<file path="src/hdl/rv_pkg.sv">
package rv_pkg;

  typedef logic [31:0] word_t;
  typedef logic [31:0] addr_t;
  typedef logic [4:0]  reg_idx_t;

  // ALU operation codes.
  typedef logic [3:0] alu_op_t;
  localparam alu_op_t ALU_ADD    = 4'd0;
  localparam alu_op_t ALU_SUB    = 4'd1;
  localparam alu_op_t ALU_AND    = 4'd2;
  localparam alu_op_t ALU_OR     = 4'd3;
  localparam alu_op_t ALU_XOR    = 4'd4;
  localparam alu_op_t ALU_SLT    = 4'd5;
  localparam alu_op_t ALU_SLTU   = 4'd6;
  localparam alu_op_t ALU_SLL    = 4'd7;
  localparam alu_op_t ALU_SRL    = 4'd8;
  localparam alu_op_t ALU_SRA    = 4'd9;
  localparam alu_op_t ALU_PASS_B = 4'd10;

  typedef logic [1:0] npc_sel_t;
  localparam npc_sel_t NPC_SEQ    = 2'd0;
  localparam npc_sel_t NPC_JAL    = 2'd1;
  localparam npc_sel_t NPC_JALR   = 2'd2;
  localparam npc_sel_t NPC_BRANCH = 2'd3;

  // the branch condition is the funct3 field of the branch instruction.
  typedef logic [2:0] br_cond_t;

  typedef logic [1:0] wb_sel_t;
  localparam wb_sel_t WB_ALU  = 2'd0;
  localparam wb_sel_t WB_SNPC = 2'd1;
  localparam wb_sel_t WB_MEM  = 2'd2;
  localparam wb_sel_t WB_NONE = 2'd3;

  typedef enum logic [1:0] {EX_IDLE, EX_RUN, EX_MEM_WAIT, EX_HALT} exec_state_e;

  typedef enum logic {LS_IDLE, LS_BUS} lsu_state_e;

endpackage
</file>
<file path="src/hdl/core_top.sv">
`timescale 1ns/10ps

module core_top #(
  parameter rv_pkg::addr_t RESET_PC = 32'h0000_0000
) (
  input  logic          clock,
  input  logic          reset,
  input  logic          mem_ready,
  input  rv_pkg::word_t mem_rdata,
  output logic          mem_valid,
  output logic          mem_write,
  output rv_pkg::addr_t mem_addr,
  output rv_pkg::word_t mem_wdata,
  output logic          halted,
  output rv_pkg::addr_t halt_pc
);
  import rv_pkg::*;

  logic     if_valid, if_ready;
  word_t    if_instr;
  addr_t    if_pc;
  reg_idx_t rs1_idx, rs2_idx;
  word_t    rs1_data, rs2_data;
  logic     id_valid, exec_idle;
  addr_t    id_pc;
  word_t    id_imm, id_src1, id_src2;
  alu_op_t  id_alu_op;
  logic     id_use_imm, id_mem_write, id_halt;
  npc_sel_t id_npc_sel;
  br_cond_t id_br_cond;
  wb_sel_t  id_wb_sel;
  reg_idx_t id_rd;
  logic     wr_en;
  reg_idx_t wr_idx;
  word_t    wr_data;
  logic     redirect;
  addr_t    redirect_pc;
  logic     ls_valid, ls_ready, ls_write, ls_done;
  addr_t    ls_addr;
  word_t    ls_wdata, ls_rdata;
  logic     f_valid, f_ready;
  addr_t    f_addr;
  word_t    f_rdata;
  logic     l_valid, l_ready, l_write;
  addr_t    l_addr;
  word_t    l_wdata, l_rdata;

  fetch_unit #(.RESET_PC(RESET_PC)) fetch_unit_i (
    .clock, .reset, .redirect, .redirect_pc, .halt(halted),
    .req_ready(f_ready), .req_rdata(f_rdata), .if_ready,
    .req_valid(f_valid), .req_addr(f_addr), .if_valid, .if_instr, .if_pc
  );

  decode_unit decode_unit_i (
    .clock, .reset, .if_valid, .if_instr, .if_pc,
    .exec_idle, .redirect, .rs1_data, .rs2_data,
    .if_ready, .rs1_idx, .rs2_idx, .id_valid, .id_pc, .id_imm, .id_src1, .id_src2,
    .id_alu_op, .id_use_imm, .id_npc_sel, .id_br_cond, .id_wb_sel, .id_rd,
    .id_mem_write, .id_halt
  );

  register_file register_file_i (
    .clock, .rs1_idx, .rs2_idx, .wr_en, .wr_idx, .wr_data, .rs1_data, .rs2_data
  );

  execute_unit execute_unit_i (
    .clock, .reset, .id_valid, .id_pc, .id_imm, .id_src1, .id_src2, .id_alu_op,
    .id_use_imm, .id_npc_sel, .id_br_cond, .id_wb_sel, .id_rd, .id_mem_write, .id_halt,
    .ls_ready, .ls_done, .ls_rdata, .id_ready(), .exec_idle, .wr_en, .wr_idx, .wr_data,
    .redirect, .redirect_pc, .ls_valid, .ls_write, .ls_addr, .ls_wdata, .halted, .halt_pc
  );

  load_store_unit load_store_unit_i (
    .clock, .reset, .ls_valid, .ls_write, .ls_addr, .ls_wdata,
    .req_ready(l_ready), .req_rdata(l_rdata), .ls_ready, .ls_done, .ls_rdata,
    .req_valid(l_valid), .req_write(l_write), .req_addr(l_addr), .req_wdata(l_wdata)
  );

  mem_arbiter mem_arbiter_i (
    .clock, .reset, .f_valid, .f_addr, .l_valid, .l_write, .l_addr, .l_wdata,
    .mem_ready, .mem_rdata, .f_ready, .f_rdata, .l_ready, .l_rdata,
    .mem_valid, .mem_write, .mem_addr, .mem_wdata
  );

endmodule

</file>
<file path="src/hdl/mem_arbiter.sv">
`timescale 1ns/10ps

module mem_arbiter (
  input  logic          clock,
  input  logic          reset,
  input  logic          f_valid,
  input  rv_pkg::addr_t f_addr,
  input  logic          l_valid,
  input  logic          l_write,
  input  rv_pkg::addr_t l_addr,
  input  rv_pkg::word_t l_wdata,
  input  logic          mem_ready,
  input  rv_pkg::word_t mem_rdata,
  output logic          f_ready,
  output rv_pkg::word_t f_rdata,
  output logic          l_ready,
  output rv_pkg::word_t l_rdata,
  output logic          mem_valid,
  output logic          mem_write,
  output rv_pkg::addr_t mem_addr,
  output rv_pkg::word_t mem_wdata
);

  logic last_l;
  logic busy;
  logic grant_q;
  logic sel_l;

  // a stalled transfer keeps its grant, otherwise the port that lost last wins a tie.
  assign sel_l = busy ? grant_q : (l_valid && (!f_valid || !last_l));

  assign mem_valid = sel_l ? l_valid : f_valid;
  assign mem_write = sel_l && l_write;
  assign mem_addr  = sel_l ? l_addr : f_addr;
  assign mem_wdata = sel_l ? l_wdata : 32'd0;

  assign f_ready = !sel_l && mem_ready;
  assign l_ready = sel_l && mem_ready;
  assign f_rdata = mem_rdata;
  assign l_rdata = mem_rdata;

  always_ff @(posedge clock) begin
    if (reset) begin
      last_l  <= 1'b0;
      busy    <= 1'b0;
      grant_q <= 1'b0;
    end else begin
      busy    <= mem_valid && !mem_ready;
      grant_q <= sel_l;
      if (mem_valid && mem_ready) begin
        last_l <= sel_l;
      end
    end
  end

endmodule

</file>
<file path="src/hdl/load_store_unit.sv">
`timescale 1ns/10ps

module load_store_unit (
  input  logic          clock,
  input  logic          reset,
  input  logic          ls_valid,
  input  logic          ls_write,
  input  rv_pkg::addr_t ls_addr,
  input  rv_pkg::word_t ls_wdata,
  input  logic          req_ready,
  input  rv_pkg::word_t req_rdata,
  output logic          ls_ready,
  output logic          ls_done,
  output rv_pkg::word_t ls_rdata,
  output logic          req_valid,
  output logic          req_write,
  output rv_pkg::addr_t req_addr,
  output rv_pkg::word_t req_wdata
);
  import rv_pkg::*;

  lsu_state_e state;

  assign ls_ready  = state == LS_IDLE;
  assign req_valid = state == LS_BUS;

  // the request is captured once so the bus sees a stable payload.
  always_ff @(posedge clock) begin
    if (state == LS_IDLE && ls_valid) begin
      req_write <= ls_write;
      req_addr  <= ls_addr;
      req_wdata <= ls_wdata;
    end
    if (req_valid && req_ready) begin
      ls_rdata <= req_rdata;
    end
  end

  always_ff @(posedge clock) begin
    if (reset) begin
      state   <= LS_IDLE;
      ls_done <= 1'b0;
    end else begin
      ls_done <= req_valid && req_ready;
      case (state)
        LS_IDLE: begin
          if (ls_valid) begin
            state <= LS_BUS;
          end
        end
        default: begin
          if (req_ready) begin
            state <= LS_IDLE;
          end
        end
      endcase
    end
  end

endmodule

</file>
<file path="src/hdl/execute_unit.sv">
`timescale 1ns/10ps

module execute_unit (
  input  logic             clock,
  input  logic             reset,
  input  logic             id_valid,
  input  rv_pkg::addr_t    id_pc,
  input  rv_pkg::word_t    id_imm,
  input  rv_pkg::word_t    id_src1,
  input  rv_pkg::word_t    id_src2,
  input  rv_pkg::alu_op_t  id_alu_op,
  input  logic             id_use_imm,
  input  rv_pkg::npc_sel_t id_npc_sel,
  input  rv_pkg::br_cond_t id_br_cond,
  input  rv_pkg::wb_sel_t  id_wb_sel,
  input  rv_pkg::reg_idx_t id_rd,
  input  logic             id_mem_write,
  input  logic             id_halt,
  input  logic             ls_ready,
  input  logic             ls_done,
  input  rv_pkg::word_t    ls_rdata,
  output logic             id_ready,
  output logic             exec_idle,
  output logic             wr_en,
  output rv_pkg::reg_idx_t wr_idx,
  output rv_pkg::word_t    wr_data,
  output logic             redirect,
  output rv_pkg::addr_t    redirect_pc,
  output logic             ls_valid,
  output logic             ls_write,
  output rv_pkg::addr_t    ls_addr,
  output rv_pkg::word_t    ls_wdata,
  output logic             halted,
  output rv_pkg::addr_t    halt_pc
);
  import rv_pkg::*;

  exec_state_e state;
  addr_t       pc_q;
  word_t       imm_q;
  word_t       src1_q;
  word_t       src2_q;
  alu_op_t     alu_op_q;
  logic        use_imm_q;
  npc_sel_t    npc_sel_q;
  br_cond_t    br_cond_q;
  wb_sel_t     wb_sel_q;
  reg_idx_t    id_rd_q;
  logic        mem_write_q;
  logic        halt_q;
  logic        ls_sent;
  word_t       alu_res;
  addr_t       snpc;
  addr_t       jmp_pc;
  logic        taken;
  logic        is_mem;

  function automatic word_t alu(alu_op_t op, word_t a, word_t b);
    case (op)
      ALU_SUB:    return a - b;
      ALU_AND:    return a & b;
      ALU_OR:     return a | b;
      ALU_XOR:    return a ^ b;
      ALU_SLT:    return {31'b0, $signed(a) < $signed(b)};
      ALU_SLTU:   return {31'b0, a < b};
      ALU_SLL:    return a << b[4:0];
      ALU_SRL:    return a >> b[4:0];
      ALU_SRA:    return word_t'($signed(a) >>> b[4:0]);
      ALU_PASS_B: return b;
      default:    return a + b;
    endcase
  endfunction

  function automatic logic br_taken(br_cond_t cond, word_t a, word_t b);
    case (cond)
      3'b000:  return a == b;
      3'b001:  return a != b;
      3'b100:  return $signed(a) < $signed(b);
      3'b101:  return $signed(a) >= $signed(b);
      3'b110:  return a < b;
      3'b111:  return a >= b;
      default: return 1'b0;
    endcase
  endfunction

  assign alu_res = alu(alu_op_q, src1_q, use_imm_q ? imm_q : src2_q);
  assign snpc    = pc_q + 32'd4;
  assign jmp_pc  = pc_q + imm_q;
  assign is_mem  = mem_write_q || wb_sel_q == WB_MEM;

  always_comb begin
    case (npc_sel_q)
      NPC_JAL:    taken = 1'b1;
      NPC_JALR:   taken = 1'b1;
      NPC_BRANCH: taken = br_taken(br_cond_q, src1_q, src2_q);
      default:    taken = 1'b0;
    endcase
  end

  assign redirect    = state == EX_RUN && taken;
  assign redirect_pc = (npc_sel_q == NPC_JALR) ? (alu_res & ~32'd1) : jmp_pc;

  assign id_ready  = state == EX_IDLE;
  assign exec_idle = state == EX_IDLE;
  assign halted    = state == EX_HALT;
  assign halt_pc   = pc_q;

  // ALU and link results retire in EX_RUN, load data when the unit reports done.
  assign wr_en   = (state == EX_RUN && (wb_sel_q == WB_ALU || wb_sel_q == WB_SNPC)) ||
                   (state == EX_MEM_WAIT && ls_done && wb_sel_q == WB_MEM);
  assign wr_idx  = id_rd_q;
  assign wr_data = (wb_sel_q == WB_SNPC) ? snpc : (wb_sel_q == WB_MEM) ? ls_rdata : alu_res;

  assign ls_valid = state == EX_MEM_WAIT && !ls_sent;
  assign ls_write = mem_write_q;
  assign ls_addr  = alu_res;
  assign ls_wdata = src2_q;

  always_ff @(posedge clock) begin
    if (state == EX_IDLE && id_valid) begin
      pc_q        <= id_pc;
      imm_q       <= id_imm;
      src1_q      <= id_src1;
      src2_q      <= id_src2;
      alu_op_q    <= id_alu_op;
      use_imm_q   <= id_use_imm;
      npc_sel_q   <= id_npc_sel;
      br_cond_q   <= id_br_cond;
      wb_sel_q    <= id_wb_sel;
      id_rd_q     <= id_rd;
      mem_write_q <= id_mem_write;
      halt_q      <= id_halt;
    end
  end

  always_ff @(posedge clock) begin
    if (reset) begin
      state   <= EX_IDLE;
      ls_sent <= 1'b0;
    end else begin
      case (state)
        EX_IDLE: begin
          if (id_valid) begin
            state <= EX_RUN;
          end
        end
        EX_RUN: begin
          if (halt_q) begin
            state <= EX_HALT;
          end else if (is_mem) begin
            state <= EX_MEM_WAIT;
          end else begin
            state <= EX_IDLE;
          end
        end
        EX_MEM_WAIT: begin
          if (ls_valid && ls_ready) begin
            ls_sent <= 1'b1;
          end
          if (ls_done) begin
            ls_sent <= 1'b0;
            state   <= EX_IDLE;
          end
        end
        default: state <= EX_HALT;
      endcase
    end
  end

endmodule

</file>
<file path="src/hdl/register_file.sv">
`timescale 1ns/10ps

module register_file (
  input  logic             clock,
  input  rv_pkg::reg_idx_t rs1_idx,
  input  rv_pkg::reg_idx_t rs2_idx,
  input  logic             wr_en,
  input  rv_pkg::reg_idx_t wr_idx,
  input  rv_pkg::word_t    wr_data,
  output rv_pkg::word_t    rs1_data,
  output rv_pkg::word_t    rs2_data
);
  import rv_pkg::*;

  // x0 has no storage.
  word_t regs [1:31];

  always_ff @(posedge clock) begin
    if (wr_en && wr_idx != 5'd0) begin
      regs[wr_idx] <= wr_data;
    end
  end

  assign rs1_data = (rs1_idx == 5'd0) ? 32'd0 : regs[rs1_idx];
  assign rs2_data = (rs2_idx == 5'd0) ? 32'd0 : regs[rs2_idx];

endmodule

</file>
<file path="src/hdl/decode_unit.sv">
`timescale 1ns/10ps

module decode_unit (
  input  logic             clock,
  input  logic             reset,
  input  logic             if_valid,
  input  rv_pkg::word_t    if_instr,
  input  rv_pkg::addr_t    if_pc,
  input  logic             exec_idle,
  input  logic             redirect,
  input  rv_pkg::word_t    rs1_data,
  input  rv_pkg::word_t    rs2_data,
  output logic             if_ready,
  output rv_pkg::reg_idx_t rs1_idx,
  output rv_pkg::reg_idx_t rs2_idx,
  output logic             id_valid,
  output rv_pkg::addr_t    id_pc,
  output rv_pkg::word_t    id_imm,
  output rv_pkg::word_t    id_src1,
  output rv_pkg::word_t    id_src2,
  output rv_pkg::alu_op_t  id_alu_op,
  output logic             id_use_imm,
  output rv_pkg::npc_sel_t id_npc_sel,
  output rv_pkg::br_cond_t id_br_cond,
  output rv_pkg::wb_sel_t  id_wb_sel,
  output rv_pkg::reg_idx_t id_rd,
  output logic             id_mem_write,
  output logic             id_halt
);
  import rv_pkg::*;

  localparam logic [6:0] OP_REG    = 7'b0110011;
  localparam logic [6:0] OP_IMM    = 7'b0010011;
  localparam logic [6:0] OP_LUI    = 7'b0110111;
  localparam logic [6:0] OP_AUIPC  = 7'b0010111;
  localparam logic [6:0] OP_JAL    = 7'b1101111;
  localparam logic [6:0] OP_JALR   = 7'b1100111;
  localparam logic [6:0] OP_BRANCH = 7'b1100011;
  localparam logic [6:0] OP_LOAD   = 7'b0000011;
  localparam logic [6:0] OP_STORE  = 7'b0100011;
  localparam word_t      EBREAK    = 32'h0010_0073;

  logic       inst_valid;
  word_t      instr;
  logic [6:0] opcode;
  logic [2:0] funct3;
  alu_op_t    arith_op;

  assign opcode = instr[6:0];
  assign funct3 = instr[14:12];

  // execute is idle whenever an instruction is offered, so offering is issuing.
  assign id_valid = inst_valid && exec_idle;
  assign if_ready = !inst_valid || id_valid;

  always_ff @(posedge clock) begin
    if (reset) begin
      inst_valid <= 1'b0;
    end else if (redirect) begin
      inst_valid <= 1'b0;
    end else if (if_valid && if_ready) begin
      inst_valid <= 1'b1;
      instr      <= if_instr;
      id_pc      <= if_pc;
    end else if (id_valid) begin
      inst_valid <= 1'b0;
    end
  end

  assign rs1_idx    = instr[19:15];
  assign rs2_idx    = instr[24:20];
  assign id_rd      = instr[11:7];
  assign id_br_cond = funct3;
  assign id_src1    = (opcode == OP_AUIPC) ? id_pc : rs1_data;
  assign id_src2    = rs2_data;

  always_comb begin
    case (funct3)
      3'b000:  arith_op = (opcode == OP_REG && instr[30]) ? ALU_SUB : ALU_ADD;
      3'b001:  arith_op = ALU_SLL;
      3'b010:  arith_op = ALU_SLT;
      3'b011:  arith_op = ALU_SLTU;
      3'b100:  arith_op = ALU_XOR;
      3'b101:  arith_op = instr[30] ? ALU_SRA : ALU_SRL;
      3'b110:  arith_op = ALU_OR;
      default: arith_op = ALU_AND;
    endcase
  end

  always_comb begin
    id_imm       = {{20{instr[31]}}, instr[31:20]};
    id_alu_op    = ALU_ADD;
    id_use_imm   = 1'b1;
    id_npc_sel   = NPC_SEQ;
    id_wb_sel    = WB_NONE;
    id_mem_write = 1'b0;
    id_halt      = 1'b0;
    case (opcode)
      OP_REG: begin
        id_alu_op  = arith_op;
        id_use_imm = 1'b0;
        id_wb_sel  = WB_ALU;
      end
      OP_IMM: begin
        id_alu_op = arith_op;
        id_wb_sel = WB_ALU;
      end
      OP_LUI, OP_AUIPC: begin
        id_imm    = {instr[31:12], 12'b0};
        id_alu_op = (opcode == OP_LUI) ? ALU_PASS_B : ALU_ADD;
        id_wb_sel = WB_ALU;
      end
      OP_JAL: begin
        id_imm     = {{12{instr[31]}}, instr[19:12], instr[20], instr[30:21], 1'b0};
        id_npc_sel = NPC_JAL;
        id_wb_sel  = WB_SNPC;
      end
      OP_JALR: begin
        id_npc_sel = NPC_JALR;
        id_wb_sel  = WB_SNPC;
      end
      OP_BRANCH: begin
        id_imm     = {{20{instr[31]}}, instr[7], instr[30:25], instr[11:8], 1'b0};
        id_npc_sel = NPC_BRANCH;
      end
      OP_LOAD: id_wb_sel = WB_MEM;
      OP_STORE: begin
        id_imm       = {{20{instr[31]}}, instr[31:25], instr[11:7]};
        id_mem_write = 1'b1;
      end
      default: id_halt = (instr == EBREAK);
    endcase
  end

endmodule

</file>
<file path="src/hdl/fetch_unit.sv">
`timescale 1ns/10ps

module fetch_unit #(
  parameter rv_pkg::addr_t RESET_PC = 32'h0000_0000
) (
  input  logic          clock,
  input  logic          reset,
  input  logic          redirect,
  input  rv_pkg::addr_t redirect_pc,
  input  logic          halt,
  input  logic          req_ready,
  input  rv_pkg::word_t req_rdata,
  input  logic          if_ready,
  output logic          req_valid,
  output rv_pkg::addr_t req_addr,
  output logic          if_valid,
  output rv_pkg::word_t if_instr,
  output rv_pkg::addr_t if_pc
);
  import rv_pkg::*;

  addr_t pc;
  addr_t tgt_pc;
  logic  pend;
  logic  drop;

  // a request that has started is held until the bus takes it.
  assign req_valid = pend || (!reset && !halt && !redirect && (!if_valid || if_ready));
  assign req_addr  = pc;

  always_ff @(posedge clock) begin
    if (reset) begin
      pc       <= RESET_PC;
      pend     <= 1'b0;
      drop     <= 1'b0;
      if_valid <= 1'b0;
    end else begin
      pend <= req_valid && !req_ready;
      if (redirect) begin
        if_valid <= 1'b0;
        // the word still in flight belongs to the old path and is thrown away.
        if (req_valid && !req_ready) begin
          drop   <= 1'b1;
          tgt_pc <= redirect_pc;
        end else begin
          pc <= redirect_pc;
        end
      end else if (req_valid && req_ready) begin
        if (drop) begin
          drop <= 1'b0;
          pc   <= tgt_pc;
        end else begin
          if_valid <= 1'b1;
          if_instr <= req_rdata;
          if_pc    <= pc;
          pc       <= pc + 32'd4;
        end
      end else if (if_valid && if_ready) begin
        if_valid <= 1'b0;
      end
    end
  end

endmodule

</file>
<file path="config.mk">
export PLATFORM = sky130hd
export DESIGN_NAME = core_top
export DESIGN_NICKNAME = d
export VERILOG_FILES = /design/src/hdl/rv_pkg.sv /design/src/hdl/core_top.sv /design/src/hdl/mem_arbiter.sv /design/src/hdl/load_store_unit.sv /design/src/hdl/execute_unit.sv /design/src/hdl/register_file.sv /design/src/hdl/decode_unit.sv /design/src/hdl/fetch_unit.sv
export SDC_FILE = /design/constraint.sdc
export NUM_CORES = 2
export LEC_CHECK = 0
export BUFFER_PORTS_ARGS = -buffer_cell sky130_fd_sc_hd__buf_2
export CORE_ASPECT_RATIO = 0.9
export CORE_UTILIZATION = 35
export CTS_BUF_LIST = sky130_fd_sc_hd__clkbuf_16
export CTS_CLUSTER_SIZE = 24
export DETAILED_ROUTE_END_ITERATION = 8
export PLACE_DENSITY_LB_ADDON = 0.25
export SYNTH_ARGS = -nofsm -noshare
export SYNTH_HDL_FRONTEND = slang
export SYNTH_SLANG_ARGS = --single-unit
export TNS_END_PERCENT = 50
</file>
<file path="constraint.sdc">
create_clock -name clock -period 12 [get_ports clock]
set_input_delay 1.2 -clock clock [delete_from_list [all_inputs] [get_ports clock]]
set_output_delay 1.2 -clock clock [all_outputs]
set_load 0.01 [all_outputs]
</file>
; ---- Word-level counts from Yosys, hierarchy flattened
; Memories as Yosys holds them, arrays and structs flattened. A register that Yosys moved wholly into a read port is not among the register bits.
; Index checks and enable logic that the tools add are counted.
[op_classes]
add_sub_neg = 5
n_mul = 0
n_div = 0
magnitude_cmp = 6
eq_ne = 46
n_shift = 3
n_mux = 48
bitwise = 7
n_reduce_logical = 67
[op_table]
columns = op, count
row1 = $mux 32, 12
row2 = $pmux 32 s10, 1
row3 = $lt 32x32->1, 4
row4 = $pmux 31 s4, 1
row5 = $add 32x3->32 const B, 2
row6 = $add 32x32->32, 2
row7 = $ge 32x32->1, 2
row8 = $and 32x32->32, 1
row9 = $eq 32x21->1 const B, 1
row10 = $eq 32x32->1, 1
row11 = $ne 32x32->1, 1
row12 = $or 32x32->32, 1
row13 = $shl 32x5->32, 1
row14 = $shr 32x5->32, 1
row15 = $sshr 32x5->32, 1
row16 = $sub 32x32->32, 1
row17 = $xor 32x32->32, 1
row18 = $pmux 4 s7, 1
row19 = $logic_and 1x1->1, 23
row20 = $eq 3x3->1 const B, 7
row21 = $eq 7x6->1 const B, 3
row22 = $eq 7x7->1 const B, 3
row23 = $mux 1, 21
row24 = $pmux 2 s3, 3
row25 = 32 further kinds, 87
[word_totals]
register_bits = 416
latch_bits = 0
mem_bits_rw = 992
mem_bits_ro = 0
in_bits = 35
out_inout_bits = 99
memories = 1
[memory_table]
columns = name, depth, word_bits, rd, rd_ports_with_merged_regs, wr, line_no
row1 = register_file_i.regs, 31, 32, 2, 2, 1, register_file.sv:16  ; word_t regs [1:31];

; ---- Longest topological paths before layout
[depth]
word_depth = 18
mapped_depth = 20

; ---- Cells and area by module
; Synthesis repeated with hierarchy kept, for this count alone.
[unflattened]
hier_cells = 5712
hier_area_um2 = 77924.7
[modules_own_cells]
columns = mod, n_inst, cells_per_inst, area_per_inst_um2, seq_area_each_um2
row1 = register_file, 1, 2601, 46498.3, 29788.6
row2 = execute_unit, 1, 2159, 18362.6, 4474.3
row3 = fetch_unit, 1, 438, 5411.4, 3583.4
row4 = decode_unit, 1, 255, 3388.2, 1941.9
row5 = load_store_unit, 1, 105, 2995.4, 2952.8
row6 = mem_arbiter, 1, 154, 1268.7, 60.1

; ---- Worst setup path before layout
; OpenSTA, ideal clock, no wires.
[synth_timing]
kind = register to register
from = register execute_unit_i.state[1]
to = register execute_unit_i.alu_op_q[0], enable pin
setup_ns = 0.865
t_arrival_ns = 11.064
path_slack_ns = 0.070
stages_incl_launch_ff = 2
n_path_buf = 0
synth_period_minus_slack_ns = 11.930
path_cell_list = dfxtp_1 > nor3b_1
[synth_via]
elab_chain_cells = 3
[synth_rtl]
columns = element, line_no
row1 = "start, declared", execute_unit.sv:38  ; exec_state_e state;
row2 = "start signal, assigned", execute_unit.sv:138  ; state <= EX_IDLE;
row3 = "start signal, assigned", execute_unit.sv:144  ; state <= EX_RUN;
row4 = "start signal, assigned", execute_unit.sv:149  ; state <= EX_HALT;
row5 = $logic_not 2->1 *, n/a
row6 = $logic_and 1x1->1, decode_unit.sv:53  ; assign id_valid = inst_valid && exec_idle;
row7 = $logic_and 1x1->1 *, execute_unit.sv:120  ; if (state == EX_IDLE && id_valid) begin
row8 = "end signal, assigned", execute_unit.sv:125  ; alu_op_q <= id_alu_op;
row9 = "end, declared", execute_unit.sv:43  ; alu_op_t alu_op_q;
; Every way passes the cells marked *; elsewhere a longest branch is shown, timed or not.
; A chain may end at the register's enable or synchronous reset.

; ---- Worst setup path in the final report
[layout_timing]
from = register execute_unit_i.src1_q[15]
to = output port mem_addr[10]
[layout_via]
elab_chain_cells = 13
[layout_rtl]
columns = element, line_no
row1 = "start, declared", execute_unit.sv:41  ; word_t src1_q;
row2 = "start signal, assigned", execute_unit.sv:123  ; src1_q <= id_src1;
row3 = $ge 32x32->1 (tied with other cells), execute_unit.sv:81  ; 3'b111: return a >= b;
row4 = $pmux 1 s6 *, execute_unit.sv:75  ; case (cond)
row5 = $pmux 1 s2 *, execute_unit.sv:92  ; case (npc_sel_q)
row6 = $logic_and 1x1->1 *, execute_unit.sv:100  ; assign redirect = state == EX_RUN && taken;
row7 = $logic_not 1->1 *, fetch_unit.sv:28  ; assign req_valid = pend || (!reset && !halt && !redirect && (!if_valid || if_ready));
row8 = $logic_and 1x1->1 * (2 in a row), fetch_unit.sv:28
row9 = $logic_or 1x1->1 *, fetch_unit.sv:28
row10 = $logic_not 1->1 *, mem_arbiter.sv:30  ; assign sel_l = busy ? grant_q : (l_valid && (!f_valid || !last_l));
row11 = $logic_or 1x1->1 *, mem_arbiter.sv:30
row12 = $logic_and 1x1->1 *, mem_arbiter.sv:30
row13 = $mux 1 *, mem_arbiter.sv:30
row14 = $mux 32 *, mem_arbiter.sv:34  ; assign mem_addr = sel_l ? l_addr : f_addr;
row15 = "end, declared", core_top.sv:12  ; output rv_pkg::addr_t mem_addr,
; Marked as above.

==> impl_metrics.prom <==
# TYPE chip_impl_metric gauge
chip_impl_metric{name="post-cts-setup-buffer-count",unit=""} 0
chip_impl_metric{name="floorplan.die.height",unit="um"} 446.6
chip_impl_metric{name="chipWidth",unit="um"} 495.9
chip_impl_metric{name="netlist_instances",unit=""} 5218
chip_impl_metric{name="cts.reportedPaths.clkPinSlew",unit="ns"} 0.06
chip_impl_info{name="ys_dominant_reg_cell",value="edfxtp_1"} 1
chip_impl_info{name="worst_hold_startpoint",value="fetch_unit_i.if_instr[12]"} 1
chip_impl_info{name="r2r_start",value="execute_unit_i.use_imm_q"} 1
chip_impl_metric{name="worst-slew-pin-transition",unit="ns"} 1.454
chip_impl_metric{name="fp.dieArea",unit="sq um"} 221500
chip_impl_metric{name="starting_density_of_the_core",unit=""} 0.3537
chip_impl_metric{name="async_flop_share",unit=""} 0
chip_impl_metric{name="sink_count",unit=""} 1445
chip_impl_metric{name="yosys.cell_types.count",unit=""} 100
chip_impl_metric{name="wirelength",unit="um"} 296000
chip_impl_metric{name="post_layout_nonfiller_instances",unit=""} 8316
chip_impl_metric{name="syn2layout_area_growth",unit="%"} 12.54
chip_impl_metric{name="synth_seq_area_share",unit=""} 0.5582
chip_impl_metric{name="final_net_count",unit=""} 5517
chip_impl_metric{name="post_synth_instance_area",unit="sq um"} 76850
chip_impl_metric{name="post-place-ws",unit="ns"} 4.856
chip_impl_metric{name="layout_setup_ws",unit="ns"} 4.411
chip_impl_metric{name="grt_usage",unit=""} 0.2644
chip_impl_metric{name="avgSynthCellArea",unit="sq um"} 14.73
chip_impl_metric{name="top_level_ports",unit=""} 134
chip_impl_metric{name="critical_path_peak_fanout",unit=""} 69
chip_impl_metric{name="postCtsHoldBufs",unit=""} 0
chip_impl_metric{name="timing.final.setup_violations",unit=""} 0
chip_impl_metric{name="synth.top_cell.area_share",unit=""} 0.5455
chip_impl_metric{name="maxSlewHeadroom",unit=""} 0.02487
chip_impl_metric{name="layout_worst_path_cycle_share",unit=""} 0.6324
chip_impl_metric{name="finished_core_util",unit=""} 0.3981
chip_impl_metric{name="first_pass_grt_wire_length",unit="um"} 406000
chip_impl_info{name="synth.largest_area_cell",value="edfxtp_1"} 1
chip_impl_metric{name="ctsLongestPathBuffers",unit=""} 3
chip_impl_info{name="maxUsedRoutingLayer",value="met5"} 1
chip_impl_metric{name="syn_nets",unit=""} 5422
chip_impl_metric{name="cts_resized",unit=""} 0
chip_impl_metric{name="grt_start_max_net_pins",unit=""} 136
chip_impl_metric{name="via_count_of_the_first_global_routing_pass",unit=""} 49380
chip_impl_info{name="worstSetupPathType",value="reg2out"} 1
chip_impl_metric{name="achievable-frequency",unit="MHz"} 131.8
chip_impl_info{name="endpoint_kind",value="output port"} 1
chip_impl_info{name="synthTopCellsByCount",value="edfxtp_1, mux4_2, nor2_1"} 1
chip_impl_info{name="netlist_top_cells_area",value="edfxtp_1, mux4_2, mux2i_1"} 1
chip_impl_metric{name="cts-htree-levels",unit=""} 4
chip_impl_metric{name="detailed_place_hpwl",unit="um"} 198400
chip_impl_metric{name="placed_cells_incl_taps",unit=""} 8026
chip_impl_metric{name="finalHoldViolCount",unit=""} 0
chip_impl_metric{name="rows",unit=""} 162
chip_impl_info{name="clock_tree.root_cell",value="clkbuf_16"} 1
chip_impl_metric{name="detailroute.via_count",unit=""} 52450
chip_impl_metric{name="routed-wl-met3",unit="um"} 28320
chip_impl_metric{name="vdd_ir_drop_max",unit="mV"} 0.1421
chip_impl_metric{name="power.static_leakage",unit="nW"} 29.24
chip_impl_info{name="rsz0062_at_grt",value="no"} 1
chip_impl_metric{name="layout.cell_area.non_filler",unit="sq um"} 86490
chip_impl_metric{name="antenna_found_initial",unit=""} 34
chip_impl_info{name="start_point_of_the_critical_path",value="execute_unit_i.src1_q[15]"} 1
chip_impl_metric{name="dpl_cell_area",unit="sq um"} 81490
chip_impl_metric{name="route.detailed.wl_per_inst",unit="um"} 35.60
chip_impl_metric{name="finalWeightedCongestion",unit=""} 1.046
chip_impl_metric{name="global_route.overflow_total",unit=""} 0
chip_impl_info{name="tritoncts",value="built"} 1
chip_impl_metric{name="setup_tns",unit="ns"} 0
chip_impl_info{name="setup.worst_path.start_class",value="flip-flop"} 1
chip_impl_metric{name="synth_enable_flop_cells",unit=""} 1396
chip_impl_metric{name="worstPathRequired",unit="ns"} 10.80
chip_impl_metric{name="wl_met1",unit="um"} 123900
chip_impl_metric{name="slew_violations",unit=""} 0
chip_impl_metric{name="vias_per_cell",unit=""} 6.307
chip_impl_metric{name="synth_seq_cells",unit=""} 1445
chip_impl_metric{name="yosysWarningCount",unit=""} 0
chip_impl_metric{name="drive_above_1_share",unit=""} 0.2407
chip_impl_metric{name="fin_skew",unit="ns"} 0.05219
chip_impl_metric{name="detail_route.drc_violations",unit=""} 0
chip_impl_metric{name="portBuffers",unit=""} 133
chip_impl_metric{name="layout_min_cycle_time",unit="ns"} 7.589
chip_impl_metric{name="ant_nets",unit=""} 0
chip_impl_info{name="post-synth-top-count-cell",value="edfxtp_1"} 1
chip_impl_metric{name="route.met2.wl",unit="um"} 131700
chip_impl_metric{name="power-per-cell-area",unit="nW/um^2"} 129.8
chip_impl_metric{name="max_cap_violations",unit=""} 0
chip_impl_metric{name="cts_inserted_buffers",unit=""} 155
chip_impl_info{name="run_status",value="completed"} 1
chip_impl_metric{name="holdPathStages",unit=""} 0
chip_impl_metric{name="detail_route.iter0.violations",unit=""} 7023
chip_impl_metric{name="placeableCoreArea",unit="sq um"} 217300
chip_impl_metric{name="clock_latency",unit="ns"} 0.82
chip_impl_metric{name="drt_pass1_iterations",unit=""} 6
chip_impl_info{name="hold_path.class",value="reg2reg"} 1
chip_impl_metric{name="critPathArrivalTime",unit="ns"} 6.39
chip_impl_metric{name="reg2regPathDepth",unit=""} 15
## sequential cells by signal, indices dropped and copies added (netlist names), 2 cells and up, named ones only
name                         cells
execute_unit_i.src1_q           32
fetch_unit_i.tgt_pc             32
execute_unit_i.halt_pc          32
fetch_unit_i.if_instr           32
decode_unit_i.id_pc             32
execute_unit_i.alu_op_q          4
fetch_unit_i.req_addr           32
decode_unit_i.instr             32
execute_unit_i.imm_q            32
execute_unit_i.npc_sel_q         2
execute_unit_i.br_cond_q         3
execute_unit_i.wr_idx            5
execute_unit_i.state             2
load_store_unit_i.req_wdata     32
register_file_i.regs           992
execute_unit_i.ls_wdata         32
load_store_unit_i.req_addr      32
load_store_unit_i.ls_rdata      32
fetch_unit_i.if_pc              32
execute_unit_i.wb_sel_q          2
## final timing paths
| path | endpoint | slack [ns] |
|---|---|---|
| min | decode_unit_i.instr[12] | 0.41 |
| min reg2reg | decode_unit_i.instr[12] | 0.41 |
| max | mem_addr[10] | 4.41 |
| max reg2reg | register_file_i.regs[20][31] | 4.58 |
## worst max-delay path, stage by stage, from the launching register on
cell	delay [ns]
edfxtp_1	0.70
ha_1	0.46
nand4_1	0.36
nor4_1	0.79
buf_4	0.28
o21ai_1	0.12
a21boi_1	0.20
or3_1	0.19
a211o_1	0.24
o31a_1	0.14
buf_4	0.30
nor2_1	0.18
o21ai_4	0.16
buf_4	0.78
mux2_2	0.43
buf_2	0.14
## through the flow
stage / hold WS, ns / total power [mW]
floorplan: 0.4003 / 6.222
global placement: 0.4007 / 6.564
detailed placement: 0.4052 / 6.567
CTS: 0.4124 / 11.28
global route: 0.4116 / 11.52
finish: 0.4085 / 11.23
## layout by cell type, fill, tap and decap left out, drive strengths merged, types with 32 or more instances in the layout
master / Yosys / layout
mux4: 623 / 623
nor3: 73 / 73
clkbuf: 247 / 157
buf: 108 / 293
o22ai: 34 / 34
o21ai: 203 / 203
edfxtp: 1396 / 1396
xnor2: 44 / 44
nand2: 244 / 244
a21o: 48 / 48
nor2: 364 / 364
ha: 166 / 166
clkinv: 1 / 72
a21oi: 282 / 282
dfxtp: 49 / 49
mux2i: 266 / 266
nand3: 55 / 55
nor2b: 66 / 66
inv: 173 / 212
xor2: 32 / 32
o211ai: 35 / 35
a211oi: 87 / 87
mux2: 54 / 54
## where the power goes
part | internal, mW | switching (mW)
Combinational | 0.293 | 0.534
Clock | 2.64 | 2.12
Sequential | 5.57 | 0.0773
Total | 8.50 | 2.73
## logic make-up after synthesis
group / count (synthesis) / share of synthesized area
mux: 943 / 0.2256
buf+inv: 529 / 0.02719
flops: 1445 / 0.5582
simple gates: 1030 / 0.06423
compound gates: 1026 / 0.08829
xor+xnor: 76 / 0.008661
fa+ha+maj: 169 / 0.02781
## final cells by class
| type | count | area (sq um) |
|---|---|---|
| clock inverter | 125 | 1056 |
| inverter | 174 | 655.6 |
| sequential | 1445 | 42920 |
| tap | 2870 | 3591 |
| clock buffer | 157 | 3929 |
| fill | 20050 | 130800 |
| antenna | 8 | 20.02 |
| multi-input combinational | 3244 | 32350 |
| timing repair buffer | 293 | 1967 |
## per-layer routing
layer  up-vias  track usage
met5         -            0
met4        22      0.09806
met3       468      0.05530
met2      2961       0.3950
met1     27690       0.3775
li1      21310            -
Note: power is estimated with default switching activity, not from simulation.
